$ cat src/hw/burst_pkg.sv
`default_nettype none

package burst_pkg;

	typedef logic [31:0] word_t;
	typedef logic [31:0] addr_t;
	typedef logic [3:0]  byteen_t;
	typedef logic [2:0]  burst_len_t;

	localparam addr_t WORD_BYTES     = 32'd4;
	localparam int    WORD_OFFSET    = $clog2(WORD_BYTES);
	localparam int    MEM_WORDS_LOG2 = 10;
	localparam int    READ_LATENCY   = 2;
	localparam int    STALL_PERIOD   = 4;

	// Index of one word inside the memory array.
	typedef logic [MEM_WORDS_LOG2-1:0] mem_index_t;

	// Free-running counter that paces the memory wait states.
	typedef logic [$clog2(STALL_PERIOD)-1:0] stall_cnt_t;
	localparam stall_cnt_t STALL_LAST = stall_cnt_t'(STALL_PERIOD - 1);

	// First beat of a split burst is the host cycle itself, so the counter restarts here.
	localparam burst_len_t BURST_FIRST_COUNT = 3'd2;

	typedef struct packed {
		logic       read;
		logic       write;
		addr_t      address;
		word_t      writedata;
		byteen_t    byteenable;
		logic       beginburst;
		burst_len_t burstcount;
	} host_req_t;

	typedef struct packed {
		logic    read;
		logic    write;
		addr_t   address;
		word_t   writedata;
		byteen_t byteenable;
	} mem_req_t;

	typedef struct packed {
		word_t readdata;
		logic  readdatavalid;
	} rsp_t;

endpackage

`default_nettype wire

$ cat src/hw/burst_splitter.sv
`timescale 1ns/1ns
`default_nettype none

module burst_splitter (
	input  wire                  clk,
	input  wire                  reset,
	input  burst_pkg::host_req_t host_req,
	output logic                 host_waitrequest,
	output burst_pkg::mem_req_t  mem_req,
	input  wire                  mem_waitrequest
);

	logic                  handling_burst;
	logic                  pending_burst;
	burst_pkg::burst_len_t burst_length;
	burst_pkg::burst_len_t next_burst_length;
	burst_pkg::burst_len_t burst_count;
	burst_pkg::addr_t      burst_address;

	logic                  host_active;
	logic                  host_accept;
	logic                  burst_start;
	logic                  beat_accept;
	logic                  last_beat;
	burst_pkg::burst_len_t start_length;

	assign host_active = host_req.read | host_req.write;

	// The host sees the memory's stall unless a burst owns the memory port.
	assign host_waitrequest = (host_active & ~handling_burst) ? mem_waitrequest : 1'b1;

	assign host_accept = ~host_waitrequest;

	// A fresh strobe carries its own count; otherwise the count was captured earlier.
	assign start_length = host_req.beginburst ? host_req.burstcount : next_burst_length;

	assign burst_start = host_accept & (pending_burst | host_req.beginburst);
	assign beat_accept = handling_burst & ~mem_waitrequest;
	assign last_beat   = beat_accept & (burst_count == burst_length);

	always_comb
	begin
		if (handling_burst)
		begin
			mem_req.read       = 1'b1;
			mem_req.write      = 1'b0;
			mem_req.address    = burst_address;
			mem_req.writedata  = host_req.writedata;
			mem_req.byteenable = '1;
		end
		else
		begin
			mem_req.read       = host_req.read;
			mem_req.write      = host_req.write;
			mem_req.address    = host_req.address;
			mem_req.writedata  = host_req.writedata;
			mem_req.byteenable = host_req.byteenable;
		end
	end

	// A single-word burst is finished by the host cycle alone.
	always_ff @(posedge clk)
	begin
		if (reset)
			handling_burst <= 1'b0;
		else if (burst_start & (start_length > 3'd1))
			handling_burst <= 1'b1;
		else if (last_beat)
			handling_burst <= 1'b0;
	end

	// Remembers a strobe that showed up while the port was stalled.
	always_ff @(posedge clk)
	begin
		if (reset)
			pending_burst <= 1'b0;
		else if (host_accept)
			pending_burst <= 1'b0;
		else if (host_active & host_req.beginburst)
			pending_burst <= 1'b1;
	end

	always_ff @(posedge clk)
	begin
		if (reset)
			next_burst_length <= '0;
		else if (host_active & host_req.beginburst)
			next_burst_length <= host_req.burstcount;
	end

	always_ff @(posedge clk)
	begin
		if (reset)
			burst_length <= '0;
		else if (burst_start)
			burst_length <= start_length;
	end

	always_ff @(posedge clk)
	begin
		if (reset)
			burst_count <= '0;
		else if (burst_start)
			burst_count <= burst_pkg::BURST_FIRST_COUNT;
		else if (beat_accept)
			burst_count <= burst_count + 3'd1;
	end

	// Word following the host address is the first one issued by the splitter.
	always_ff @(posedge clk)
	begin
		if (reset)
			burst_address <= '0;
		else if (burst_start)
			burst_address <= host_req.address + burst_pkg::WORD_BYTES;
		else if (beat_accept)
			burst_address <= burst_address + burst_pkg::WORD_BYTES;
	end

endmodule

`default_nettype wire

$ cat config.mk
export PLATFORM = sky130hd
export DESIGN_NAME = burst_splitter
export DESIGN_NICKNAME = d
export VERILOG_FILES = /design/src/hw/burst_pkg.sv /design/src/hw/burst_splitter.sv
export SDC_FILE = /design/constraint.sdc
export NUM_CORES = 1
export LEC_CHECK = 0
export ABC_CLOCK_PERIOD_IN_PS = 4600
export BUFFER_PORTS_ARGS = -buffer_cell sky130_fd_sc_hd__buf_2
export CELL_PAD_IN_SITES_DETAIL_PLACEMENT = 2
export CELL_PAD_IN_SITES_GLOBAL_PLACEMENT = 2
export CORE_MARGIN = 10
export CORE_UTILIZATION = 27
export DETAILED_ROUTE_END_ITERATION = 16
export PLACE_DENSITY_LB_ADDON = 0.1
export RECOVER_POWER = 50
export SYNTH_ARGS = -nofsm -noshare
export SYNTH_HDL_FRONTEND = slang
export SYNTH_SLANG_ARGS = --single-unit
export TNS_END_PERCENT = 30
$ cat constraint.sdc
create_clock -name clk -period 4.6 [get_ports clk]
set_input_delay 0 -clock clk [delete_from_list [all_inputs] [get_ports clk]]
set_output_delay 0 -clock clk [all_outputs]
set_load 0.02 [all_outputs]
==> results of run 1 <==
==> cell type report <==
type | count | area, um2
Tap cell | 180 | 225
Timing Repair Buffer | 96 | 500
Clock inverter | 2 | 16.3
Fill cell | 1672 | 9620
Sequential cell | 43 | 862
Inverter | 5 | 18.8
Multi-Input combinational cell | 379 | 2610
Clock buffer | 6 | 139
==> cells in the final DEF, fill, tap and decap left out, types with 4 or more instances in the layout <==
| master | Yosys | routed |
|---|---|---|
| o211ai_1 | 8 | 8 |
| a211oi_1 | 14 | 14 |
| xor2_1 | 14 | 14 |
| nand4_1 | 15 | 15 |
| mux2i_1 | 19 | 19 |
| nand2_1 | 50 | 50 |
| nand3_1 | 19 | 19 |
| a31oi_1 | 10 | 10 |
| o22ai_1 | 7 | 7 |
| o21ai_0 | 8 | 8 |
| nor2_1 | 40 | 40 |
| and4_1 | 4 | 4 |
| inv_1 | 5 | 5 |
| xnor2_1 | 20 | 20 |
| or2_2 | 6 | 6 |
| dlygate4sd3_1 | 0 | 6 |
| dfxtp_1 | 43 | 42 |
| and3_1 | 15 | 15 |
| buf_4 | 32 | 7 |
| nor4_1 | 16 | 16 |
| nand2b_1 | 6 | 6 |
| nor3_1 | 15 | 15 |
| clkbuf_1 | 18 | 22 |
| buf_2 | 4 | 61 |
| o311ai_0 | 4 | 4 |
| mux2_2 | 34 | 34 |
| a21oi_1 | 10 | 10 |
| o31ai_1 | 4 | 4 |
| clkbuf_16 | 0 | 5 |
==> sequential cells by signal, indices dropped and copies added, names as in the netlist <==
name / count
burst_address: 32
burst_count: 3
burst_length: 3
next_burst_length: 3
handling_burst: 1
pending_burst: 1
==> worst min path at each step <==
stage                 startpoint                       endpoint  slack (ns)  cells after the start
floorplan           host_req[42]  burst_address[2]$_SDFFE_PP0P_        0.09                      1
finish              host_req[37]                    mem_req[33]    0.000008                      0
detailed placement  host_req[21]                    mem_req[17]      0.0001                      0
global route        host_req[30]                    mem_req[26]     0.00003                      0
global placement    host_req[21]                    mem_req[17]      0.0001                      0
CTS                 host_req[21]                    mem_req[17]      0.0001                      0
==> repair_timing <==
| action | in CTS | in global routing |
|---|---|---|
| hold endpoints to repair | 6 | 0 |
| setup buffers | 0 | 0 |
| resized for setup | 0 | 0 |
| hold buffers | 6 | 0 |
==> metal layers <==
layer,global-route usage,vias up,wire length [um]
met4,0.0310,0,158
met3,0.0381,14,717
met1,0.201,1967,7330
li1,-,1862,-
met5,0,-,0
met2,0.273,92,7790
==> power by group through the flow <==
| stage | clock (mW) | sequential, mW | combinational, mW |
|---|---|---|---|
| 3_3_place_gp | 0 | 0.443 | 0.290 |
| 5_1_grt | 0.438 | 0.440 | 0.322 |
| 4_1_cts | 0.415 | 0.435 | 0.303 |
| 6_report | 0.400 | 0.435 | 0.293 |
| 2_1_floorplan | 0 | 0.428 | 0.234 |
| 3_5_place_dp | 0 | 0.444 | 0.297 |
==> per-stage QoR <==
step	hold WS [ns]	cell area, um2	utilization	worst slack, ns	std cells
final	0.00000778	4370	0.313	1.19	711
after global routing	0.0000317	4370	0.313	0.859	711
after CTS	0.000137	4400	0.314	1.22	711
after detailed placement	0.000137	4180	0.299	1.25	697
after global placement	0.000137	4180	0.299	1.39	697
after floorplan	0.0902	3880	-	0.526	489
==> cell families after synthesis <==
kind of cell / Yosys count / share of synthesized area
AND/OR/NAND/NOR: 201 / 0.268
AO/OA/AOI/OAI: 87 / 0.167
buffers and inverters: 67 / 0.105
multiplexers: 55 / 0.155
flip-flops: 43 / 0.222
XOR/XNOR: 34 / 0.0768
adder cells (fa/ha/maj): 2 / 0.00645
==> results.py, run 1 <==
metrics = {
    "outcome": {
        "outcome": "finished, final reports clean",
    },
    "layout": {
        "num_antenna_cells": 0,
        "syn_to_final_growth_pct": 12.7,
        "finalNetCount": 609,
        "drive_above_1_share": 0.237,
    },
    "timing": {
        "finalMaxSlewViolations": 0,
        "tns_ns": 0,
        "tightest_slew_ns": 1.02,
        "fmaxAchievable_ghz": 0.294,
        "finalSetupViolCount": 0,
        "slew_headroom": 0.321,
        "fin_skew_ns": 0.00739,
        "hold_viol_final": 0,
        "fin_crit_ns": 3.41,
        "period_share": 0.741,
        "rsz0062_at_grt": "false",
    },
    "power_and_ir_drop": {
        "p_sw_frac": 0.355,
        "clock_power_share": 0.355,
        "leakage_nw": 1.56,
        "intPower_mw": 0.728,
        "comb_power_share": 0.260,
        "cellPowerDensity_nw_per_um2": 258,
        "vdd_ir_drop_max_mv": 0.129,
        "seqPwrFrac": 0.386,
        "p_sw_mw": 0.400,
        "finalPower_mw": 1.13,
    },
    "drt": {
        "wl_um": 16000,
        "vias": 3935,
        "detail_route.wl_per_cell_um": 22.5,
        "drt_pass1_iterations": 4,
        "ant_nets": 0,
        "drt-vias-per-instance": 5.53,
        "drtIter0Drc": 200,
        "drc": 0,
    },
    "logic_synthesis": {
        "synth_area_um2": 3880,
        "yosysMostFrequentCell": "nand2_1",
        "ys_async_sr_fraction": 0,
        "yosys-top-cells-count": "nand2_1 (50), dfxtp_1 (43), nor2_1 (40)",
        "synthTopCellsByArea": "dfxtp_1 (22%), mux2_2 (9.9%), buf_4 (6.2%), mux2i_1 (4.9%), nand2_1 (4.8%)",
        "synth_seq_area_share": 0.222,
        "yosysTopAreaCell": "dfxtp_1",
        "syn-num-nets": 568,
        "synth_top_area_frac": 0.222,
        "ys_warn_count": 0,
        "synth_cells": 489,
        "ys_seq_elements": 43,
        "synth_edf_count": 0,
        "syn_area_per_cell_um2": 7.93,
        "ys_types": 58,
        "synth_flop_cell": "dfxtp_1",
    },
    "worst_setup_path": {
        "max_stage_delay_ns": 0.34,
        "reg2regPathDepth": 13,
        "crit_buf_inv": 2,
        "crit_path_top_delay_cell": "o311ai_0",
        "worstSetupStartpointType": "flop",
        "path_delay_family": "simple AND/OR/NAND/NOR gates",
        "cp.depth": 13,
        "path_class": "flop to flop",
        "crit_arrival_ns": 3.55,
        "critPathCaptureType": "flop",
        "r2r-end": "burst_address[28]$_SDFFE_PP0P_",
        "critPathMaxFanout": 17,
        "crit_chain": "or2_1 -> nor3_4 -> buf_4 -> nand2_1 -> nand2_1 -> ha_1 -> nand3_1 -> nor4_1 -> buf_4 -> nand4_2 -> and2_1 -> o311ai_0 -> a31oi_1",
        "critPathRequiredTime_ns": 4.75,
        "reg2reg_from": "handling_burst$_SDFFE_PP0P_",
        "endpoint": "burst_address[28]$_SDFFE_PP0P_",
        "critPathLaunch": "handling_burst$_SDFFE_PP0P_",
        "rrSetupSlack_ns": 1.19,
    },
    "grt": {
        "grt_pass1_vias": 4386,
        "grt_pass1_wl_um": 25600,
        "grt_max_degree": 51,
        "overflow": 0,
        "grt_antenna_before_repair": 0,
        "grt_use_total": 0.161,
    },
    "placed_design": {
        "port-buffer-count": 83,
        "hpwl_um": 11700,
        "gp_congestion": 0.781,
    },
    "die": {
        "rows": 43,
        "die_x_um": 140,
        "fp.coreArea_um2": 14000,
        "initial_core_util": 0.277,
        "dieArea_um2": 19600,
        "die-height_um": 140,
        "ios": 148,
    },
    "clock_network": {
        "cts_tree": "yes",
        "cts_buffers": 5,
        "clk_latency_ns": 0.31,
        "cts-root-buf": "clkbuf_16",
        "clock_sinks": 43,
        "h-tree-depth": 2,
        "ctsLongestPathBuffers": 2,
        "path_clk_slew_ns": 0.07,
    },
    "flow_run": {
        "maxCapViolCount": 0,
    },
    "worst_hold_path": {
        "min_path_type": "input pin to output pin",
    },
}
Note: power is estimated with default switching activity, not from simulation.
==> run 2: changes to the inputs <==
--- a/config.mk
+++ b/config.mk
@@ -5,7 +5,7 @@
 export SDC_FILE = /design/constraint.sdc
 export NUM_CORES = 1
 export LEC_CHECK = 0
-export ABC_CLOCK_PERIOD_IN_PS = 4600
+export ABC_CLOCK_PERIOD_IN_PS = 3150
 export BUFFER_PORTS_ARGS = -buffer_cell sky130_fd_sc_hd__buf_2
 export CELL_PAD_IN_SITES_DETAIL_PLACEMENT = 2
 export CELL_PAD_IN_SITES_GLOBAL_PLACEMENT = 2
==> constraint.sdc (replaced) <==
create_clock -name clk -period 3.15 [get_ports clk]
set_input_delay 0 -clock clk [delete_from_list [all_inputs] [get_ports clk]]
set_output_delay 0 -clock clk [all_outputs]
set_load 0.02 [all_outputs]
==> results.py, run 2 (synthesized netlist as in run 1, its figures left out) <==
metrics = {
    "drt": {
        "drt-vias-per-instance": 5.52,
        "drtIter0Drc": 152,
        "wl_um": 16200,
        "drt_pass1_iterations": 4,
        "drc": 0,
        "detail_route.wl_per_cell_um": 22.6,
        "vias": 3940,
        "ant_nets": 0,
    },
    "worst_setup_path": {
        "path_class": "flop to flop",
        "worstSetupStartpointType": "flop",
        "rrSetupSlack_ns": 0.26,
        "r2r-end": "burst_address[25]$_SDFFE_PP0P_",
        "reg2reg_from": "handling_burst$_SDFFE_PP0P_",
        "endpoint": "burst_address[25]$_SDFFE_PP0P_",
        "critPathRequiredTime_ns": 3.36,
        "critPathMaxFanout": 48,
        "crit_arrival_ns": 3.10,
        "critPathCaptureType": "flop",
        "reg2regPathDepth": 7,
        "critPathLaunch": "handling_burst$_SDFFE_PP0P_",
    },
    "grt": {
        "grt_max_degree": 49,
        "grt_antenna_before_repair": 0,
        "overflow": 0,
        "grt_pass1_vias": 4384,
        "grt_use_total": 0.164,
        "grt_pass1_wl_um": 26100,
    },
    "timing": {
        "finalMaxSlewViolations": 0,
        "period_share": 0.917,
        "fin_skew_ns": 0.00342,
        "slew_headroom": 0.485,
        "tns_ns": 0,
        "fin_crit_ns": 2.89,
        "hold_viol_final": 0,
        "tightest_slew_ns": 0.765,
        "finalSetupViolCount": 0,
        "rsz0062_at_grt": "false",
        "fmaxAchievable_ghz": 0.346,
        "worst_slack_ns": 0.262,
    },
    "outcome": {
        "outcome": "finished, final reports clean",
    },
    "layout": {
        "stdcell_count": 714,
        "largest_reg_flops": 32,
        "drive_above_1_share": 0.255,
        "syn_to_final_growth_pct": 15.1,
        "layout_commonest_cell": "buf_2",
        "finalNetCount": 612,
        "finish.instance_area_um2": 4460,
        "num_antenna_cells": 0,
        "most-common-layout-cells": "buf_2 (62), nand2_1 (50), dfxtp_1 (42), nor2_1 (39), mux2_2 (34)",
        "largest-register": "burst_address",
    },
    "die": {
        "dieArea_um2": 19600,
        "die-height_um": 140,
        "fp.coreArea_um2": 14000,
        "ios": 148,
        "initial_core_util": 0.277,
        "rows": 43,
        "die_x_um": 140,
    },
    "clock_network": {
        "holdBufCountCts": 6,
        "path_clk_slew_ns": 0.07,
        "cts_buffers": 5,
        "clock_sinks": 43,
        "h-tree-depth": 2,
        "cts_tree": "yes",
        "clk_latency_ns": 0.30,
        "ctsLongestPathBuffers": 2,
        "cts-root-buf": "clkbuf_16",
        "post_cts_resized": 0,
        "cts_setup_buffers": 0,
    },
    "power_and_ir_drop": {
        "finalPower_mw": 1.72,
        "cellPowerDensity_nw_per_um2": 385,
        "vdd_ir_drop_max_mv": 0.178,
        "leakage_nw": 1.60,
    },
    "flow_run": {
        "maxCapViolCount": 0,
    },
    "placed_design": {
        "port-buffer-count": 83,
        "dp_cells": 700,
        "placed_area_um2": 4260,
        "pre_cts_slack_ns": 0.262,
        "hpwl_um": 12000,
        "gp_congestion": 0.762,
    },
    "worst_hold_path": {
        "min_path_type": "input pin to output pin",
        "worstHoldPathCells": 0,
    },
}
[run 2: power by group]
part	switching, mW	internal, mW	total (mW)
combinational	0.271	0.167	0.438
clock	0.250	0.395	0.646
sequential	0.0529	0.582	0.635
[run 2: worst min-delay path by stage]
stage,start,end
after floorplan,host_req[42],burst_address[2]$_SDFFE_PP0P_
after global placement,host_req[19],mem_req[15]
after detailed placement,host_req[19],mem_req[15]
after CTS,host_req[19],mem_req[15]
after global routing,host_req[16],mem_req[12]
final,host_req[29],mem_req[25]
[run 2: area by class of cell]
cell class / count / area [um2]
clock buffer: 6 / 139
tap: 180 / 225
sequential: 43 / 862
fill: 1655 / 9520
clock inverter: 2 / 35.0
multi-input combinational: 379 / 2660
inverter: 5 / 18.8
timing repair buffer: 99 / 524
[run 2: through the flow]
step | utilization | hold slack (ns)
CTS | 0.321 | 0.000137
global placement | 0.304 | 0.000137
finish | 0.319 | 0.00000774
floorplan | - | 0.0902
global route | 0.319 | 0.0000310
detailed placement | 0.304 | 0.000137
[run 2: per-layer routing]
layer / share of wire / vias up / track usage
met1: 0.45 / 1978 / 0.205
met4: 0.011 / 0 / 0.0380
met5: 0 / - / 0
met2: 0.50 / 82 / 0.278
met3: 0.039 / 14 / 0.0337
li1: - / 1866 / -
[run 2: worst max-delay path: stages (launching register included)]
cell and delay [ns]:
dfxtp_2 0.32, or2_1 0.30, nor3_4 0.21, buf_4 0.54
mux2i_1 0.47, o211ai_1 0.32, or3_1 0.38, a311oi_1 0.24
==> run 3: changes to the inputs <==
--- a/config.mk
+++ b/config.mk
@@ -9,11 +9,11 @@
 export BUFFER_PORTS_ARGS = -buffer_cell sky130_fd_sc_hd__buf_2
 export CELL_PAD_IN_SITES_DETAIL_PLACEMENT = 2
 export CELL_PAD_IN_SITES_GLOBAL_PLACEMENT = 2
-export CORE_MARGIN = 10
 export CORE_UTILIZATION = 27
 export DETAILED_ROUTE_END_ITERATION = 16
 export PLACE_DENSITY_LB_ADDON = 0.1
 export RECOVER_POWER = 50
+export SLEW_MARGIN = 20
 export SYNTH_ARGS = -nofsm -noshare
 export SYNTH_HDL_FRONTEND = slang
 export SYNTH_SLANG_ARGS = --single-unit
==> results.py, run 3 (synthesized netlist as in run 1, its figures left out) <==
metrics = {
    "die": {
        "initial_core_util": 0.278,
        "dieArea_um2": 14800,
        "fp.coreArea_um2": 13900,
        "rows": 43,
        "die_x_um": 122,
        "ios": 148,
        "die-height_um": 122,
    },
    "worst_hold_path": {
        "min_path_type": "input pin to output pin",
    },
    "placed_design": {
        "gp_congestion": 0.803,
        "hpwl_um": 11200,
        "dp_cells": 705,
        "port-buffer-count": 83,
        "placed_area_um2": 4290,
        "pre_cts_slack_ns": 0.346,
    },
    "clock_network": {
        "path_clk_slew_ns": 0.07,
        "ctsLongestPathBuffers": 2,
        "cts_setup_buffers": 0,
        "cts_tree": "yes",
        "clock_sinks": 43,
        "h-tree-depth": 2,
        "cts_buffers": 5,
        "cts-root-buf": "clkbuf_16",
        "clk_latency_ns": 0.30,
    },
    "worst_setup_path": {
        "crit_path_top_delay_cell": "a2111oi_4",
        "critPathMaxFanout": 8,
        "crit_buf_inv": 0,
        "critPathCaptureType": "flop",
        "path_class": "flop to flop",
        "path_delay_family": "simple AND/OR/NAND/NOR gates",
        "cp_common_cell": "nand2_1",
        "crit_arrival_ns": 3.05,
        "max_stage_delay_ns": 0.45,
        "crit_chain": "nor2_2 -> or3_1 -> nand2_1 -> nand2_1 -> ha_2 -> nand3_1 -> nor3_1 -> nand4b_1 -> a2111oi_4 -> xnor2_1 -> a211oi_2",
        "critPathRequiredTime_ns": 3.38,
        "worstSetupStartpointType": "flop",
    },
    "timing": {
        "finalSetupViolCount": 0,
        "fmaxAchievable_ghz": 0.353,
        "worst_hold_slack_ns": 0.00000665,
        "period_share": 0.898,
        "tns_ns": 0,
        "worst_slack_ns": 0.320,
        "rsz0062_at_grt": "false",
        "hold_viol_final": 0,
        "fin_skew_ns": 0.00565,
        "fin_crit_ns": 2.83,
        "slew_headroom": 0.556,
        "finalMaxSlewViolations": 0,
        "tightest_slew_ns": 0.660,
    },
    "layout": {
        "final_util": 0.322,
        "finish.instance_area_um2": 4480,
        "fillers": 1628,
        "drive_above_1_share": 0.260,
        "stdcell_count": 719,
        "layout_commonest_cell": "buf_2",
        "num_antenna_cells": 0,
        "largest_reg_flops": 32,
        "finalNetCount": 617,
        "syn_to_final_growth_pct": 15.6,
        "most-common-layout-cells": "buf_2 (61), nand2_1 (50), dfxtp_1 (42), nor2_1 (39), mux2_2 (34)",
        "largest-register": "burst_address",
    },
    "drt": {
        "drtIter0Drc": 125,
        "wl_um": 15200,
        "vias": 3964,
        "drt-vias-per-instance": 5.51,
        "drt_pass1_iterations": 4,
        "drc": 0,
        "detail_route.wl_per_cell_um": 21.2,
        "ant_nets": 0,
    },
    "grt": {
        "overflow": 0,
        "grt_antenna_before_repair": 0,
        "grt_use_total": 0.213,
        "grt_max_degree": 47,
        "grt_pass1_vias": 4115,
        "grt_pass1_wl_um": 23900,
    },
    "power_and_ir_drop": {
        "cellPowerDensity_nw_per_um2": 368,
        "leakage_nw": 1.60,
        "finalPower_mw": 1.65,
        "vdd_ir_drop_max_mv": 0.190,
    },
    "flow_run": {
        "maxCapViolCount": 0,
    },
    "outcome": {
        "outcome": "finished, final reports clean",
    },
}
run 3: final timing paths:
check                                              startpoint                        endpoint  slack, ns  cells after the start
worst max-delay path               pending_burst$_SDFFE_PP0P_  burst_address[30]$_SDFFE_PP0P_       0.32                     11
worst max register to register     pending_burst$_SDFFE_PP0P_  burst_address[30]$_SDFFE_PP0P_       0.32                     11
worst min-delay path                             host_req[29]                     mem_req[25]   0.000007                      0
worst min register to register  burst_address[1]$_SDFFE_PP0P_   burst_address[1]$_SDFFE_PP0P_       0.48                      2
run 3: cell type report:
| type | count | area (um2) | area share |
|---|---|---|---|
| tap | 180 | 225 | 0.0503 |
| timing repair buffer | 104 | 561 | 0.125 |
| clock inverter | 2 | 16.3 | 0.00363 |
| clock buffer | 6 | 139 | 0.0310 |
| sequential | 43 | 862 | 0.192 |
| inverter | 5 | 18.8 | 0.00419 |
| multi-input combinational | 379 | 2660 | 0.594 |
run 3: metal layers:
layer,global-route usage,share of wire,vias up
met5,0,0,-
met4,0.0556,0.016,0
met3,0.0407,0.036,17
met2,0.363,0.48,90
met1,0.272,0.47,1983
li1,-,-,1874
run 3: timing repair:
action / in CTS / in global routing
hold endpoints to repair: 6 / 0
hold buffers: 6 / 0
resized for setup: 0 / 0
run 3: where the power goes:
group / switching, mW / leakage, nW / internal (mW) / total, mW
Clock: 0.265 / 0.0731 / 0.318 / 0.583
Sequential: 0.0530 / 0.353 / 0.582 / 0.635
Combinational: 0.267 / 1.18 / 0.167 / 0.434
